[src/common/sec_out_pkg.sv]
//~~~~~~~~~~~~~~~~~~~~~~~~~~~~~~~~~~~~~~~~~~~~~~~~~~~~~~~~~~
// Shared widths, response codes and FSM states of the
// outbound port, imported by the upsizer and isolation stage
//~~~~~~~~~~~~~~~~~~~~~~~~~~~~~~~~~~~~~~~~~~~~~~~~~~~~~~~~~~

package sec_out_pkg;

   // Byte address, same on both sides
   typedef logic [31:0] addr_t;

   // Upstream port from the root of trust
   typedef logic [31:0] narrow_data_t;
   typedef logic [3:0]  narrow_strb_t;

   // Downstream port towards the host
   typedef logic [63:0] wide_data_t;
   typedef logic [7:0]  wide_strb_t;

   typedef logic [1:0]  resp_t;

   localparam resp_t RespOkay   = 2'b00;
   localparam resp_t RespDecerr = 2'b11;

   // Picks the upper 32-bit half of a wide word
   localparam int unsigned LaneSel = 2;

   typedef enum logic [1:0] {
      Passing,
      Draining,
      Isolated
   } iso_state_e;

endpackage
[src/rtl/sec_out_port.sv]
//~~~~~~~~~~~~~~~~~~~~~~~~~~~~~~~~~~~~~~~~~~~~~~~~~~~~~~~~~~
// Outbound port of the secure subsystem, 32-bit AXI4-Lite in,
// 64-bit AXI4-Lite out, with a clean isolate on request
//~~~~~~~~~~~~~~~~~~~~~~~~~~~~~~~~~~~~~~~~~~~~~~~~~~~~~~~~~~
`timescale 1ns/1ps

module sec_out_port #(
   parameter int unsigned SyncStages = 3,
   parameter int unsigned MaxPending = 8,
   parameter int unsigned LaneDepth  = 8
) (
   input  logic                      clk_i,
   input  logic                      reset_i,
   input  logic                      isolate_i,
   output logic                      isolated_o,
   // Root-of-trust side
   input  sec_out_pkg::addr_t        s_axil_awaddr_i,
   input  logic                      s_axil_awvalid_i,
   output logic                      s_axil_awready_o,
   input  sec_out_pkg::narrow_data_t s_axil_wdata_i,
   input  sec_out_pkg::narrow_strb_t s_axil_wstrb_i,
   input  logic                      s_axil_wvalid_i,
   output logic                      s_axil_wready_o,
   output sec_out_pkg::resp_t        s_axil_bresp_o,
   output logic                      s_axil_bvalid_o,
   input  logic                      s_axil_bready_i,
   input  sec_out_pkg::addr_t        s_axil_araddr_i,
   input  logic                      s_axil_arvalid_i,
   output logic                      s_axil_arready_o,
   output sec_out_pkg::narrow_data_t s_axil_rdata_o,
   output sec_out_pkg::resp_t        s_axil_rresp_o,
   output logic                      s_axil_rvalid_o,
   input  logic                      s_axil_rready_i,
   // Host side
   output sec_out_pkg::addr_t        m_axil_awaddr_o,
   output logic                      m_axil_awvalid_o,
   input  logic                      m_axil_awready_i,
   output sec_out_pkg::wide_data_t   m_axil_wdata_o,
   output sec_out_pkg::wide_strb_t   m_axil_wstrb_o,
   output logic                      m_axil_wvalid_o,
   input  logic                      m_axil_wready_i,
   input  sec_out_pkg::resp_t        m_axil_bresp_i,
   input  logic                      m_axil_bvalid_i,
   output logic                      m_axil_bready_o,
   output sec_out_pkg::addr_t        m_axil_araddr_o,
   output logic                      m_axil_arvalid_o,
   input  logic                      m_axil_arready_i,
   input  sec_out_pkg::wide_data_t   m_axil_rdata_i,
   input  sec_out_pkg::resp_t        m_axil_rresp_i,
   input  logic                      m_axil_rvalid_i,
   output logic                      m_axil_rready_o
);
   import sec_out_pkg::*;

   // Wide bus between upsizer and isolation stage
   addr_t      up_awaddr;
   logic       up_awvalid;
   logic       up_awready;
   wide_data_t up_wdata;
   wide_strb_t up_wstrb;
   logic       up_wvalid;
   logic       up_wready;
   resp_t      up_bresp;
   logic       up_bvalid;
   logic       up_bready;
   addr_t      up_araddr;
   logic       up_arvalid;
   logic       up_arready;
   wide_data_t up_rdata;
   resp_t      up_rresp;
   logic       up_rvalid;
   logic       up_rready;

   axil_upsizer #(
      .LaneDepth        ( LaneDepth  )
   ) i_axil_upsizer (
      .m_axil_awaddr_o  ( up_awaddr  ),
      .m_axil_awvalid_o ( up_awvalid ),
      .m_axil_awready_i ( up_awready ),
      .m_axil_wdata_o   ( up_wdata   ),
      .m_axil_wstrb_o   ( up_wstrb   ),
      .m_axil_wvalid_o  ( up_wvalid  ),
      .m_axil_wready_i  ( up_wready  ),
      .m_axil_bresp_i   ( up_bresp   ),
      .m_axil_bvalid_i  ( up_bvalid  ),
      .m_axil_bready_o  ( up_bready  ),
      .m_axil_araddr_o  ( up_araddr  ),
      .m_axil_arvalid_o ( up_arvalid ),
      .m_axil_arready_i ( up_arready ),
      .m_axil_rdata_i   ( up_rdata   ),
      .m_axil_rresp_i   ( up_rresp   ),
      .m_axil_rvalid_i  ( up_rvalid  ),
      .m_axil_rready_o  ( up_rready  ),
      .*
   );

   axil_isolate #(
      .SyncStages       ( SyncStages ),
      .MaxPending       ( MaxPending )
   ) i_axil_isolate (
      .s_axil_awaddr_i  ( up_awaddr  ),
      .s_axil_awvalid_i ( up_awvalid ),
      .s_axil_awready_o ( up_awready ),
      .s_axil_wdata_i   ( up_wdata   ),
      .s_axil_wstrb_i   ( up_wstrb   ),
      .s_axil_wvalid_i  ( up_wvalid  ),
      .s_axil_wready_o  ( up_wready  ),
      .s_axil_bresp_o   ( up_bresp   ),
      .s_axil_bvalid_o  ( up_bvalid  ),
      .s_axil_bready_i  ( up_bready  ),
      .s_axil_araddr_i  ( up_araddr  ),
      .s_axil_arvalid_i ( up_arvalid ),
      .s_axil_arready_o ( up_arready ),
      .s_axil_rdata_o   ( up_rdata   ),
      .s_axil_rresp_o   ( up_rresp   ),
      .s_axil_rvalid_o  ( up_rvalid  ),
      .s_axil_rready_i  ( up_rready  ),
      .*
   );

endmodule

[src/rtl/isolate/axil_isolate.sv]
//~~~~~~~~~~~~~~~~~~~~~~~~~~~~~~~~~~~~~~~~~~~~~~~~~~~~~~~~~~
// AXI4-Lite isolation stage, drains in-flight traffic on an
// isolate request and then answers new requests locally
//~~~~~~~~~~~~~~~~~~~~~~~~~~~~~~~~~~~~~~~~~~~~~~~~~~~~~~~~~~
`timescale 1ns/1ps

module axil_isolate #(
   parameter int unsigned SyncStages = 3,
   parameter int unsigned MaxPending = 8
) (
   input  logic                    clk_i,
   input  logic                    reset_i,
   input  logic                    isolate_i,
   output logic                    isolated_o,
   input  sec_out_pkg::addr_t      s_axil_awaddr_i,
   input  logic                    s_axil_awvalid_i,
   output logic                    s_axil_awready_o,
   input  sec_out_pkg::wide_data_t s_axil_wdata_i,
   input  sec_out_pkg::wide_strb_t s_axil_wstrb_i,
   input  logic                    s_axil_wvalid_i,
   output logic                    s_axil_wready_o,
   output sec_out_pkg::resp_t      s_axil_bresp_o,
   output logic                    s_axil_bvalid_o,
   input  logic                    s_axil_bready_i,
   input  sec_out_pkg::addr_t      s_axil_araddr_i,
   input  logic                    s_axil_arvalid_i,
   output logic                    s_axil_arready_o,
   output sec_out_pkg::wide_data_t s_axil_rdata_o,
   output sec_out_pkg::resp_t      s_axil_rresp_o,
   output logic                    s_axil_rvalid_o,
   input  logic                    s_axil_rready_i,
   output sec_out_pkg::addr_t      m_axil_awaddr_o,
   output logic                    m_axil_awvalid_o,
   input  logic                    m_axil_awready_i,
   output sec_out_pkg::wide_data_t m_axil_wdata_o,
   output sec_out_pkg::wide_strb_t m_axil_wstrb_o,
   output logic                    m_axil_wvalid_o,
   input  logic                    m_axil_wready_i,
   input  sec_out_pkg::resp_t      m_axil_bresp_i,
   input  logic                    m_axil_bvalid_i,
   output logic                    m_axil_bready_o,
   output sec_out_pkg::addr_t      m_axil_araddr_o,
   output logic                    m_axil_arvalid_o,
   input  logic                    m_axil_arready_i,
   input  sec_out_pkg::wide_data_t m_axil_rdata_i,
   input  sec_out_pkg::resp_t      m_axil_rresp_i,
   input  logic                    m_axil_rvalid_i,
   output logic                    m_axil_rready_o
);
   import sec_out_pkg::*;

   localparam int unsigned CntW = $clog2(MaxPending + 1);
   typedef logic [CntW-1:0] cnt_t;

   logic [SyncStages-1:0] iso_sync_q;
   logic                  iso_req;
   iso_state_e            state_q;
   iso_state_e            state_d;
   cnt_t                  w_cnt_q;
   cnt_t                  r_cnt_q;
   logic                  passing;
   logic                  isolated;
   logic                  drained;
   logic                  term_idle;
   logic                  allow_aw;
   logic                  allow_ar;
   logic                  aw_held_q;
   logic                  w_held_q;
   logic                  b_term_q;
   logic                  r_term_q;
   logic                  t_aw_fire;
   logic                  t_w_fire;
   logic                  w_inc;
   logic                  w_dec;
   logic                  r_inc;
   logic                  r_dec;

   // Request synchronizer that resets to isolated
   always_ff @(posedge clk_i) begin
      if (reset_i) begin
         iso_sync_q <= '1;
      end else begin
         iso_sync_q <= (iso_sync_q << 1) | SyncStages'(isolate_i);
      end
   end
   assign iso_req = iso_sync_q[SyncStages-1];

   assign passing   = (state_q == Passing);
   assign isolated  = (state_q == Isolated);
   assign drained   = (w_cnt_q == '0) && (r_cnt_q == '0);
   assign term_idle = !aw_held_q && !w_held_q && !b_term_q && !r_term_q;

   always_comb begin
      state_d = state_q;
      case (state_q)
         Passing: begin
            if (iso_req) begin
               state_d = drained ? Isolated : Draining;
            end
         end
         Draining: begin
            if (!iso_req) begin
               state_d = Passing;
            end else if (drained) begin
               state_d = Isolated;
            end
         end
         Isolated: begin
            if (!iso_req && term_idle) begin
               state_d = Passing;
            end
         end
         default: state_d = Isolated;
      endcase
   end

   assign isolated_o = isolated;

   // New requests only in Passing and below the pending limit
   assign allow_aw = passing && !iso_req && (w_cnt_q != cnt_t'(MaxPending));
   assign allow_ar = passing && !iso_req && (r_cnt_q != cnt_t'(MaxPending));

   assign m_axil_awaddr_o  = s_axil_awaddr_i;
   assign m_axil_awvalid_o = s_axil_awvalid_i && allow_aw;
   assign s_axil_awready_o = isolated ? (!aw_held_q && !b_term_q)
                                      : (m_axil_awready_i && allow_aw);
   assign m_axil_wdata_o   = s_axil_wdata_i;
   assign m_axil_wstrb_o   = s_axil_wstrb_i;
   assign m_axil_wvalid_o  = s_axil_wvalid_i && !isolated;
   assign s_axil_wready_o  = isolated ? (!w_held_q && !b_term_q) : m_axil_wready_i;
   assign s_axil_bresp_o   = isolated ? RespDecerr : m_axil_bresp_i;
   assign s_axil_bvalid_o  = isolated ? b_term_q : m_axil_bvalid_i;
   assign m_axil_bready_o  = s_axil_bready_i && !isolated;

   assign m_axil_araddr_o  = s_axil_araddr_i;
   assign m_axil_arvalid_o = s_axil_arvalid_i && allow_ar;
   assign s_axil_arready_o = isolated ? !r_term_q : (m_axil_arready_i && allow_ar);
   assign s_axil_rdata_o   = isolated ? '0 : m_axil_rdata_i;
   assign s_axil_rresp_o   = isolated ? RespDecerr : m_axil_rresp_i;
   assign s_axil_rvalid_o  = isolated ? r_term_q : m_axil_rvalid_i;
   assign m_axil_rready_o  = s_axil_rready_i && !isolated;

   assign t_aw_fire = isolated && s_axil_awvalid_i && s_axil_awready_o;
   assign t_w_fire  = isolated && s_axil_wvalid_i && s_axil_wready_o;

   assign w_inc = m_axil_awvalid_o && m_axil_awready_i;
   assign w_dec = m_axil_bvalid_i && m_axil_bready_o;
   assign r_inc = m_axil_arvalid_o && m_axil_arready_i;
   assign r_dec = m_axil_rvalid_i && m_axil_rready_o;

   always_ff @(posedge clk_i) begin
      if (reset_i) begin
         state_q   <= Isolated;
         w_cnt_q   <= '0;
         r_cnt_q   <= '0;
         aw_held_q <= 1'b0;
         w_held_q  <= 1'b0;
         b_term_q  <= 1'b0;
         r_term_q  <= 1'b0;
      end else begin
         state_q <= state_d;
         w_cnt_q <= w_cnt_q + cnt_t'(w_inc) - cnt_t'(w_dec);
         r_cnt_q <= r_cnt_q + cnt_t'(r_inc) - cnt_t'(r_dec);
         if (b_term_q && s_axil_bready_i) begin
            b_term_q <= 1'b0;
         end
         // Local B once both halves of a write are in
         if ((aw_held_q || t_aw_fire) && (w_held_q || t_w_fire)) begin
            aw_held_q <= 1'b0;
            w_held_q  <= 1'b0;
            b_term_q  <= 1'b1;
         end else begin
            aw_held_q <= aw_held_q || t_aw_fire;
            w_held_q  <= w_held_q || t_w_fire;
         end
         if (isolated && s_axil_arvalid_i && s_axil_arready_o) begin
            r_term_q <= 1'b1;
         end else if (r_term_q && s_axil_rready_i) begin
            r_term_q <= 1'b0;
         end
      end
   end

   a_no_cnt_underflow: assert property (@(posedge clk_i) disable iff (reset_i)
      !((w_cnt_q == '0) && w_dec) && !((r_cnt_q == '0) && r_dec));

   // Isolated only after a full drain, with the host side silent
   a_quiet_when_isolated: assert property (@(posedge clk_i) disable iff (reset_i)
      isolated_o |-> drained && !(m_axil_awvalid_o || m_axil_wvalid_o || m_axil_arvalid_o));

endmodule

[src/rtl/upsizer/axil_upsizer.sv]
//~~~~~~~~~~~~~~~~~~~~~~~~~~~~~~~~~~~~~~~~~~~~~~~~~~~~~~~~~~
// AXI4-Lite width converter, 32-bit slave port onto a 64-bit
// master port, zero added latency on every channel
//~~~~~~~~~~~~~~~~~~~~~~~~~~~~~~~~~~~~~~~~~~~~~~~~~~~~~~~~~~
`timescale 1ns/1ps

module axil_upsizer #(
   parameter int unsigned LaneDepth = 8
) (
   input  logic                      clk_i,
   input  logic                      reset_i,
   input  sec_out_pkg::addr_t        s_axil_awaddr_i,
   input  logic                      s_axil_awvalid_i,
   output logic                      s_axil_awready_o,
   input  sec_out_pkg::narrow_data_t s_axil_wdata_i,
   input  sec_out_pkg::narrow_strb_t s_axil_wstrb_i,
   input  logic                      s_axil_wvalid_i,
   output logic                      s_axil_wready_o,
   output sec_out_pkg::resp_t        s_axil_bresp_o,
   output logic                      s_axil_bvalid_o,
   input  logic                      s_axil_bready_i,
   input  sec_out_pkg::addr_t        s_axil_araddr_i,
   input  logic                      s_axil_arvalid_i,
   output logic                      s_axil_arready_o,
   output sec_out_pkg::narrow_data_t s_axil_rdata_o,
   output sec_out_pkg::resp_t        s_axil_rresp_o,
   output logic                      s_axil_rvalid_o,
   input  logic                      s_axil_rready_i,
   output sec_out_pkg::addr_t        m_axil_awaddr_o,
   output logic                      m_axil_awvalid_o,
   input  logic                      m_axil_awready_i,
   output sec_out_pkg::wide_data_t   m_axil_wdata_o,
   output sec_out_pkg::wide_strb_t   m_axil_wstrb_o,
   output logic                      m_axil_wvalid_o,
   input  logic                      m_axil_wready_i,
   input  sec_out_pkg::resp_t        m_axil_bresp_i,
   input  logic                      m_axil_bvalid_i,
   output logic                      m_axil_bready_o,
   output sec_out_pkg::addr_t        m_axil_araddr_o,
   output logic                      m_axil_arvalid_o,
   input  logic                      m_axil_arready_i,
   input  sec_out_pkg::wide_data_t   m_axil_rdata_i,
   input  sec_out_pkg::resp_t        m_axil_rresp_i,
   input  logic                      m_axil_rvalid_i,
   output logic                      m_axil_rready_o
);
   import sec_out_pkg::*;

   localparam int unsigned PtrW    = (LaneDepth > 1) ? $clog2(LaneDepth) : 1;
   localparam int unsigned CntW    = $clog2(LaneDepth + 1);
   localparam int unsigned NarrowW = $bits(narrow_data_t);

   // Index 0 is the write lane queue, index 1 the read lane queue
   logic [1:0] q_push;
   logic [1:0] q_pop;
   logic [1:0] q_din;
   logic [1:0] q_head;
   logic [1:0] q_empty;
   logic [1:0] q_full;

   logic aw_fire;
   logic w_lane_ok;
   logic w_lane;
   logic r_lane;

   for (genvar q = 0; q < 2; q++) begin : g_lane_q
      logic [LaneDepth-1:0] mem;
      logic [PtrW-1:0]      wr_ptr;
      logic [PtrW-1:0]      rd_ptr;
      logic [CntW-1:0]      count;

      always_ff @(posedge clk_i) begin
         if (q_push[q]) begin
            mem[wr_ptr] <= q_din[q];
         end
      end

      always_ff @(posedge clk_i) begin
         if (reset_i) begin
            wr_ptr <= '0;
            rd_ptr <= '0;
            count  <= '0;
         end else begin
            if (q_push[q]) begin
               wr_ptr <= (wr_ptr == PtrW'(LaneDepth - 1)) ? '0 : wr_ptr + 1'b1;
            end
            if (q_pop[q]) begin
               rd_ptr <= (rd_ptr == PtrW'(LaneDepth - 1)) ? '0 : rd_ptr + 1'b1;
            end
            count <= count + CntW'(q_push[q]) - CntW'(q_pop[q]);
         end
      end

      assign q_head[q]  = mem[rd_ptr];
      assign q_empty[q] = (count == '0);
      assign q_full[q]  = (count == CntW'(LaneDepth));
   end

   // Write address stalls only on a full lane queue
   assign m_axil_awaddr_o  = s_axil_awaddr_i;
   assign m_axil_awvalid_o = s_axil_awvalid_i && !q_full[0];
   assign s_axil_awready_o = m_axil_awready_i && !q_full[0];
   assign aw_fire          = s_axil_awvalid_i && s_axil_awready_o;
   assign q_push[0]        = aw_fire;
   assign q_din[0]         = s_axil_awaddr_i[LaneSel];

   // W rides along with its AW when the queue is empty
   assign w_lane_ok       = !q_empty[0] || aw_fire;
   assign w_lane          = q_empty[0] ? s_axil_awaddr_i[LaneSel] : q_head[0];
   assign m_axil_wdata_o  = {2{s_axil_wdata_i}};
   assign m_axil_wstrb_o  = w_lane ? {s_axil_wstrb_i, narrow_strb_t'(0)}
                                   : {narrow_strb_t'(0), s_axil_wstrb_i};
   assign m_axil_wvalid_o = s_axil_wvalid_i && w_lane_ok;
   assign s_axil_wready_o = m_axil_wready_i && w_lane_ok;
   assign q_pop[0]        = s_axil_wvalid_i && s_axil_wready_o;

   assign s_axil_bresp_o  = m_axil_bresp_i;
   assign s_axil_bvalid_o = m_axil_bvalid_i;
   assign m_axil_bready_o = s_axil_bready_i;

   assign m_axil_araddr_o  = s_axil_araddr_i;
   assign m_axil_arvalid_o = s_axil_arvalid_i && !q_full[1];
   assign s_axil_arready_o = m_axil_arready_i && !q_full[1];
   assign q_push[1]        = s_axil_arvalid_i && s_axil_arready_o;
   assign q_din[1]         = s_axil_araddr_i[LaneSel];

   // Half of the wide read word picked by the oldest read
   assign r_lane          = q_head[1];
   assign s_axil_rdata_o  = m_axil_rdata_i[NarrowW*r_lane +: NarrowW];
   assign s_axil_rresp_o  = m_axil_rresp_i;
   assign s_axil_rvalid_o = m_axil_rvalid_i;
   assign m_axil_rready_o = s_axil_rready_i;
   assign q_pop[1]        = m_axil_rvalid_i && m_axil_rready_o;

   a_lane_q_no_overflow: assert property (@(posedge clk_i) disable iff (reset_i)
      !(q_push[0] && q_full[0] && !q_pop[0]) && !(q_push[1] && q_full[1] && !q_pop[1]));

   // A response must always find its lane bit queued
   a_lane_q_no_underflow: assert property (@(posedge clk_i) disable iff (reset_i)
      !(q_pop[0] && q_empty[0] && !q_push[0]) && !(q_pop[1] && q_empty[1]));

endmodule

[config.mk]
export PLATFORM = sky130hd
export DESIGN_NAME = sec_out_port
export DESIGN_NICKNAME = d
export VERILOG_FILES = /design/src/common/sec_out_pkg.sv /design/src/rtl/sec_out_port.sv /design/src/rtl/isolate/axil_isolate.sv /design/src/rtl/upsizer/axil_upsizer.sv
export SDC_FILE = /design/constraint.sdc
export NUM_CORES = 1
export LEC_CHECK = 0
export BUFFER_PORTS_ARGS = -buffer_cell sky130_fd_sc_hd__buf_4
export CORE_AREA = 4 4 138 140
export DETAILED_ROUTE_END_ITERATION = 10
export DIE_AREA = 0 0 142 144
export GPL_TIMING_DRIVEN = 0
export PLACE_DENSITY_LB_ADDON = 0.1
export SYNTH_ARGS = -nofsm -noshare
export SYNTH_HDL_FRONTEND = slang
export SYNTH_SLANG_ARGS = --single-unit
[constraint.sdc]
create_clock -name clk_i -period 2.6 [get_ports clk_i]
set_input_delay 0 -clock clk_i [delete_from_list [all_inputs] [get_ports clk_i]]
set_output_delay 0 -clock clk_i [all_outputs]
set_load 0.03 [all_outputs]
# Word-level counts from Yosys, hierarchy flattened
# Cells that the tools add are included.
[word_totals] latch_bits=0 out_inout_bits=183 rom_bits=0 mem_count=0 wordCells=145 regBits=53 ram_bits=0
[classes] n_bitwise=1 reduce_logical=62 shifts=1 n_lt_le_gt_ge=6 n_eq_ne=13 n_addsub=12 mux=34 n_mul=0 div_mod_pow=0
[op_table] op="two-way mux 64 bit" count=1
[op_table] op="indexed part select 64 x 7 -> 32 bit" count=1
[op_table] op="logical AND 1 bit" count=42
[op_table] op="adder 4 x 1 -> 4 bit" count=4
[op_table] op="bitwise mux 8 bit" count=2
[op_table] op="less-than comparator 3 x 4 -> 1 bit (second input constant)" count=4
[op_table] op="subtractor 4 x 1 -> 4 bit" count=4
[op_table] op="two-way mux 1 bit" count=14
[op_table] op="two-way mux 2 bit" count=7
[op_table] op="adder 3 x 1 -> 3 bit (second input constant)" count=4
[op_table] op="equality test 3 bit (second input constant)" count=4
[op_table] op="logical NOT 4 bit" count=3
[op_table] op="two-way mux 3 bit" count=4
[op_table] op="logical NOT 1 bit" count=9
[op_table] op="equality test 4 bit (second input constant)" count=2
[op_table] op="two-way mux 8 bit" count=1
[op_table] op="!= test 4 bit (second input constant)" count=2
[op_table] op="binary-select mux 1 bit (select 3 bit)" count=2
[op_table] op="demux 1 bit (select 3 bit)" count=2
[op_table] op="greater-or-equal comparator 3 x 1 -> 1 bit (second input constant)" count=2
[op_table] op="one-hot mux 2 bit (3 select lines)" count=1
[op_table] op="nonzero test 2 bit" count=2
[op_table] op="logical OR 1 bit" count=3
[op_table] op="!= test 3 bit (second input constant)" count=1
[op_table] op="8 further kinds" count=8

# Logic depth before layout (Yosys ltp)
[logic_depth] word_depth=14 depth_mapped=12

# Modules after synthesis
# A second synthesis with hierarchy kept.
[hier_totals] hier_cells=687 hier_area_um2=5823.1
[by_module_without_submodules] mod="axil_upsizer" seq_area_each_um2=880.8 area_each_um2=3342.0 cells_each=360 n_inst=1
[by_module_without_submodules] mod="axil_isolate" seq_area_each_um2=340.3 area_each_um2=2481.1 cells_each=327 n_inst=1

# Least setup slack after synthesis
# No wires, ideal clock.
[synth_path] kind="flip-flop to flip-flop" from="register i_axil_isolate.w_cnt_q[2]" to="register i_axil_upsizer.g_lane_q[0].count[2]" required_time_ps=2472 arrival_ps=2478 stages_incl_launch_ff=13 setup_slack_ps=-5 path_buffers=0 path_cell_list="dfxtp_1 inv_1 ha_1 or3b_2 a311oi_2 a2111oi_4 ha_1 inv_1 ha_1 inv_1 fa_1 xor2_1 nor2_1"
[synth_via] elab_chain_cells=10 elab_cells_between_ends=11
[synth_lines] item="from (decl)" line="axil_isolate.sv:59" text="cnt_t w_cnt_q;"
[synth_lines] item="from (signal assigned)" line="axil_isolate.sv:162" text="w_cnt_q <= w_cnt_q + cnt_t'(w_inc) - cnt_t'(w_dec);"
[synth_lines] item="!= test 4 bit" line="axil_isolate.sv:120" text="assign allow_aw = passing && !iso_req && (w_cnt_q != cnt_t'(MaxPending));"
[synth_lines] item="logical AND 1 bit" line="axil_isolate.sv:120"
[synth_lines] item="logical AND 1 bit" line="axil_isolate.sv:126" text=": (m_axil_awready_i && allow_aw);"
[synth_lines] item="two-way mux 1 bit" line="axil_isolate.sv:125" text="assign s_axil_awready_o = isolated ? (!aw_held_q && !b_term_q)"
[synth_lines] item="logical AND 1 bit" line="axil_upsizer.sv:102" text="assign s_axil_awready_o = m_axil_awready_i && !q_full[0];"
[synth_lines] item="logical AND 1 bit" line="axil_upsizer.sv:103" text="assign aw_fire = s_axil_awvalid_i && s_axil_awready_o;"
[synth_lines] item="logical OR 1 bit" line="axil_upsizer.sv:108" text="assign w_lane_ok = !q_empty[0] || aw_fire;"
[synth_lines] item="logical AND 1 bit" line="axil_upsizer.sv:114" text="assign s_axil_wready_o = m_axil_wready_i && w_lane_ok;"
[synth_lines] item="logical AND 1 bit" line="axil_upsizer.sv:115" text="assign q_pop[0] = s_axil_wvalid_i && s_axil_wready_o;"
[synth_lines] item="via i_axil_upsizer.q_pop[0]" line="axil_upsizer.sv:55" text="logic [1:0] q_pop;"
[synth_lines] item="subtractor 4 x 1 -> 4 bit" line="axil_upsizer.sv:90" text="count <= count + CntW'(q_push[q]) - CntW'(q_pop[q]);"
[synth_lines] item="to (signal assigned)" line="axil_upsizer.sv:90"
[synth_lines] item="to (decl)" line="axil_upsizer.sv:70" text="logic [CntW-1:0] count;"
# The timed path passes the listed nets, and every way through them passes these cells.
# A chain may end at the register's enable or synchronous reset.

# Worst setup path in the final report
[layout_path] from="register i_axil_upsizer.g_lane_q[0].count[2]" to="register i_axil_upsizer.g_lane_q[0].count[1]"
[layout_via] elab_chain_cells=8 elab_cells_between_ends=11
[layout_lines] item="equality test 4 bit" line="axil_upsizer.sv:96" text="assign q_full[q] = (count == CntW'(LaneDepth));"
[layout_lines] item="logical NOT 1 bit" line="axil_upsizer.sv:102"
[layout_lines] item="logical AND 1 bit" line="axil_upsizer.sv:102"
[layout_lines] item="logical AND 1 bit" line="axil_upsizer.sv:103"
[layout_lines] item="logical OR 1 bit (*)" line="axil_upsizer.sv:108"
[layout_lines] item="logical AND 1 bit (*)" line="axil_upsizer.sv:114"
[layout_lines] item="logical AND 1 bit (*)" line="axil_upsizer.sv:115"
[layout_lines] item="via i_axil_upsizer.q_pop[0]" line="axil_upsizer.sv:55"
[layout_lines] item="subtractor 4 x 1 -> 4 bit (*)" line="axil_upsizer.sv:90"
# Mark *: on every way through the listed nets, which the timed path passes. The rest lies on a longest branch.

==> flow_summary.toml <==
[yosys]
synth_edf_count = 16
synthFlopType = "dfxtp_1"
synth_cell_types = 48
synthAdderAreaFrac_pct = 10.6
synth_compound_area_share_pct = 10.2
syn-num-nets = 748
ys_ff_latch = 53
netlist.area_leader.share_pct = 21.8
yosysWarnings = 0
yosys.area.top_type = "buf_4"
synth_top_family_by_area = "buffers and inverters"
syn-cell-area_mm2 = 0.00441
synth_async_sr_flop_share_pct = 0
synth_cells = 532
synthSimpleGateAreaFrac_pct = 19.8
syn_avg_cell_area_um2 = 8.28
yosys-top-cells-area = "buf_4 (22%), dfxtp_1 (17%), edfxtp_1 (11%), ha_1 (8.8%), nand2_1 (6.4%)"
synth_mux_area_share_pct = 4.26
synth_xor_area_share_pct = 1.59
yosysSeqAreaShare_pct = 27.7

[power]
p_leak_nw = 3.56
pwr-share-comb_pct = 56.7
p_sw_mw = 1.75
power_frac_seq_pct = 25.3
ir_worst_vdd_mv = 0.450
p_clk_share_pct = 18.0
internal-power_mw = 2.57
netSwitchingFraction_pct = 40.5
p_per_area_mw_per_mm2 = 598

[floorplanning]
ioPinCount = 364
die_w_um = 142
start_util_pct = 24.7
core_area_mm2 = 0.0178
rows = 49
die_h_um = 144
die_area_mm2 = 0.0204

[grt]
grt_pass1_vias = 4367
antenna_found_initial = 1
grt_pass1_wl_um = 25900
grt_util_all_layers_pct = 16.4
grt_overflow = 0
grt_max_degree = 18

[placed_design]
dpl.hpwl_um = 16400
io_buffers = 269
gp_congestion = 0.858
numPlacedInstances = 1030

[timing]
fmax_mhz = 400
finalCritPeriodShare_pct = 96.2
worst_pin_slew_ns = 0.633
fin_setup_tns_ns = 0
max_slew_margin_pct = 57.7
hold_viol = 0
period_minus_slack_ns = 2.50
drv_slew = 0
setup_violations = 0
skew_ns = 0.00788

[setup_path]
rrSetupSlack_ns = 0.1
reg2regPathDepth = 11
path_class = "flip-flop to flip-flop"
crit_top_cell = "inv_2"
cp.required_ns = 2.76
path_max_fanout = 4
max_stage_delay_ns = 0.52
arrival_ns = 2.67
cp_cell_sequence = "inv_2 > ha_1 > or3b_4 > nand2_4 > a2111oi_4 > ha_2 > inv_2 > ha_4 > inv_1 > fa_2 > nor2_1"
cp-end-kind = "flip-flop"
critPathLaunchType = "flip-flop"
crit_slowest_cell = "fa_2"

[cells_and_area]
drive_above_1_share_pct = 57.3
nets = 1044
diodes = 0
final_cell_mix = "buf_4 (412), nand2_1 (72), a21oi_1 (41)"
final_util_pct = 40.6
layout_commonest_cell = "buf_4"
fin_cells = 1058
syn2layout_area_growth_pct = 64.3

[cts]
tritoncts = "yes"
clock_latency_ns = 0.30
clk_pin_slew_ns = 0.07
cts_max_path_buffers = 2
cts-root-buf = "clkbuf_16"
cts-htree-levels = 2
cts_inserted_buffers = 5
cts.sink_count = 53

[route]
wirelength_um = 18800
ant_nets = 0
dr.pass1.iters = 4
vias = 4447
vias_per_cell = 4.20
drc_errors = 0
first_iter_violations = 117
wl_per_cell_um = 17.8

[outcome]
status = "finished, final reports clean"

[min_path]
hp-class = "input pin to flip-flop"
holdPathStages = 3

[job]
cap_violations = 0
==> kinds of logic (layout without fill, tap and decap cells) <==
logic type      Yosys count  count (layout)
flops                    53              53
xor+xnor                  8               8
simple gates            176             176
buf+inv                 173             470
compound gates           74              74
mux                      13              13
fa+ha+maj                35              35
==> power groups by stage <==
stage | Clock [mW] | Combinational [mW] | Sequential (mW)
2_1_floorplan | 0 | 1.51 | 1.07
3_3_place_gp | 0 | 2.15 | 1.10
3_5_place_dp | 0 | 2.18 | 1.10
4_1_cts | 0.806 | 2.36 | 1.09
5_1_grt | 0.832 | 2.68 | 1.11
6_report | 0.780 | 2.45 | 1.09
==> final timing paths <==
path                                                to                                start
setup / recovery   i_axil_upsizer.g_lane_q[0].count[1]  i_axil_upsizer.g_lane_q[0].count[2]
hold / removal    i_axil_upsizer.g_lane_q[0].rd_ptr[2]                              reset_i
setup reg to reg   i_axil_upsizer.g_lane_q[0].count[1]  i_axil_upsizer.g_lane_q[0].count[2]
hold reg to reg           i_axil_isolate.iso_sync_q[2]         i_axil_isolate.iso_sync_q[1]
==> area by class of cell <==
class | instances | area, µm²
buffer | 143 | 1020
clock buffer | 5 | 125
clock inverter | 3 | 45.0
fill | 1810 | 10600
inverter | 30 | 118
multi-input combinational | 306 | 2220
sequential | 53 | 1230
tap | 229 | 287
timing repair buffer | 289 | 2190
==> routing by layer <==
layer  up-vias  global-route usage (%)  share of wire, %
met5         -                       0             0.069
met4         2                    3.18               1.5
met3        16                    4.60               7.4
met2       153                    26.7                47
met1      2036                    22.0                44
li1       2240                       -                 -
==> critical path, delay by kind of cell (launching register included) <==
| family | cells | cell delay, ns |
|---|---|---|
| AND/OR/NAND/NOR | 3 | 0.38 |
| buffers and inverters | 3 | 0.16 |
| AO/OA/AOI/OAI | 1 | 0.33 |
| flip-flops | 1 | 0.33 |
| adder cells (fa/ha/maj) | 4 | 1.18 |
==> state kept, by name, summed over array words and instances, names as in the netlist <==
signal and count:
i_axil_isolate.aw_held_q 1, i_axil_isolate.b_term_q 1, i_axil_isolate.iso_sync_q 3, i_axil_isolate.r_cnt_q 4, i_axil_isolate.r_term_q 1, i_axil_isolate.state_q 2
i_axil_isolate.w_cnt_q 4, i_axil_isolate.w_held_q 1, i_axil_upsizer.g_lane_q.count 8, i_axil_upsizer.g_lane_q.mem 16, i_axil_upsizer.g_lane_q.rd_ptr 6, i_axil_upsizer.g_lane_q.wr_ptr 6
==> metrics by stage <==
step,power [mW],hold slack (ns),setup WS [ns],instance area (µm²)
finish,4.33,0.0160,0.0995,7240
global route,4.63,0.0168,-0.0150,7240
CTS,4.26,0.00689,0.00238,7080
detailed placement,3.28,0.192,-0.363,6710
global placement,3.25,0.192,-0.302,6710
floorplan,2.58,0.0989,0.0265,4410
==> synthesized netlist by cell type (7+ instances only) <==
cell type	n
buf_4	128
nand2_1	75
a21oi_1	47
dfxtp_1	37
ha_1	31
inv_1	29
nor2_1	24
edfxtp_1	16
nand2b_1	12
nor3_1	12
nor2b_1	10
clkbuf_1	9
o21ai_0	9
and2_1	8
nand3_1	7
==> what timing repair did <==
| action | CTS | global route |
|---|---|---|
| gates cloned | 0 | 0 |
| pin swaps | 5 | 9 |
| resized for setup | 34 | 15 |
| hold endpoints to repair | 18 | 0 |
| hold buffers | 4 | 0 |
| setup buffers | 4 | 12 |
| endpoints found under the setup margin | 9 | 17 |
No activity file was read; power rests on OpenSTA's default activity.
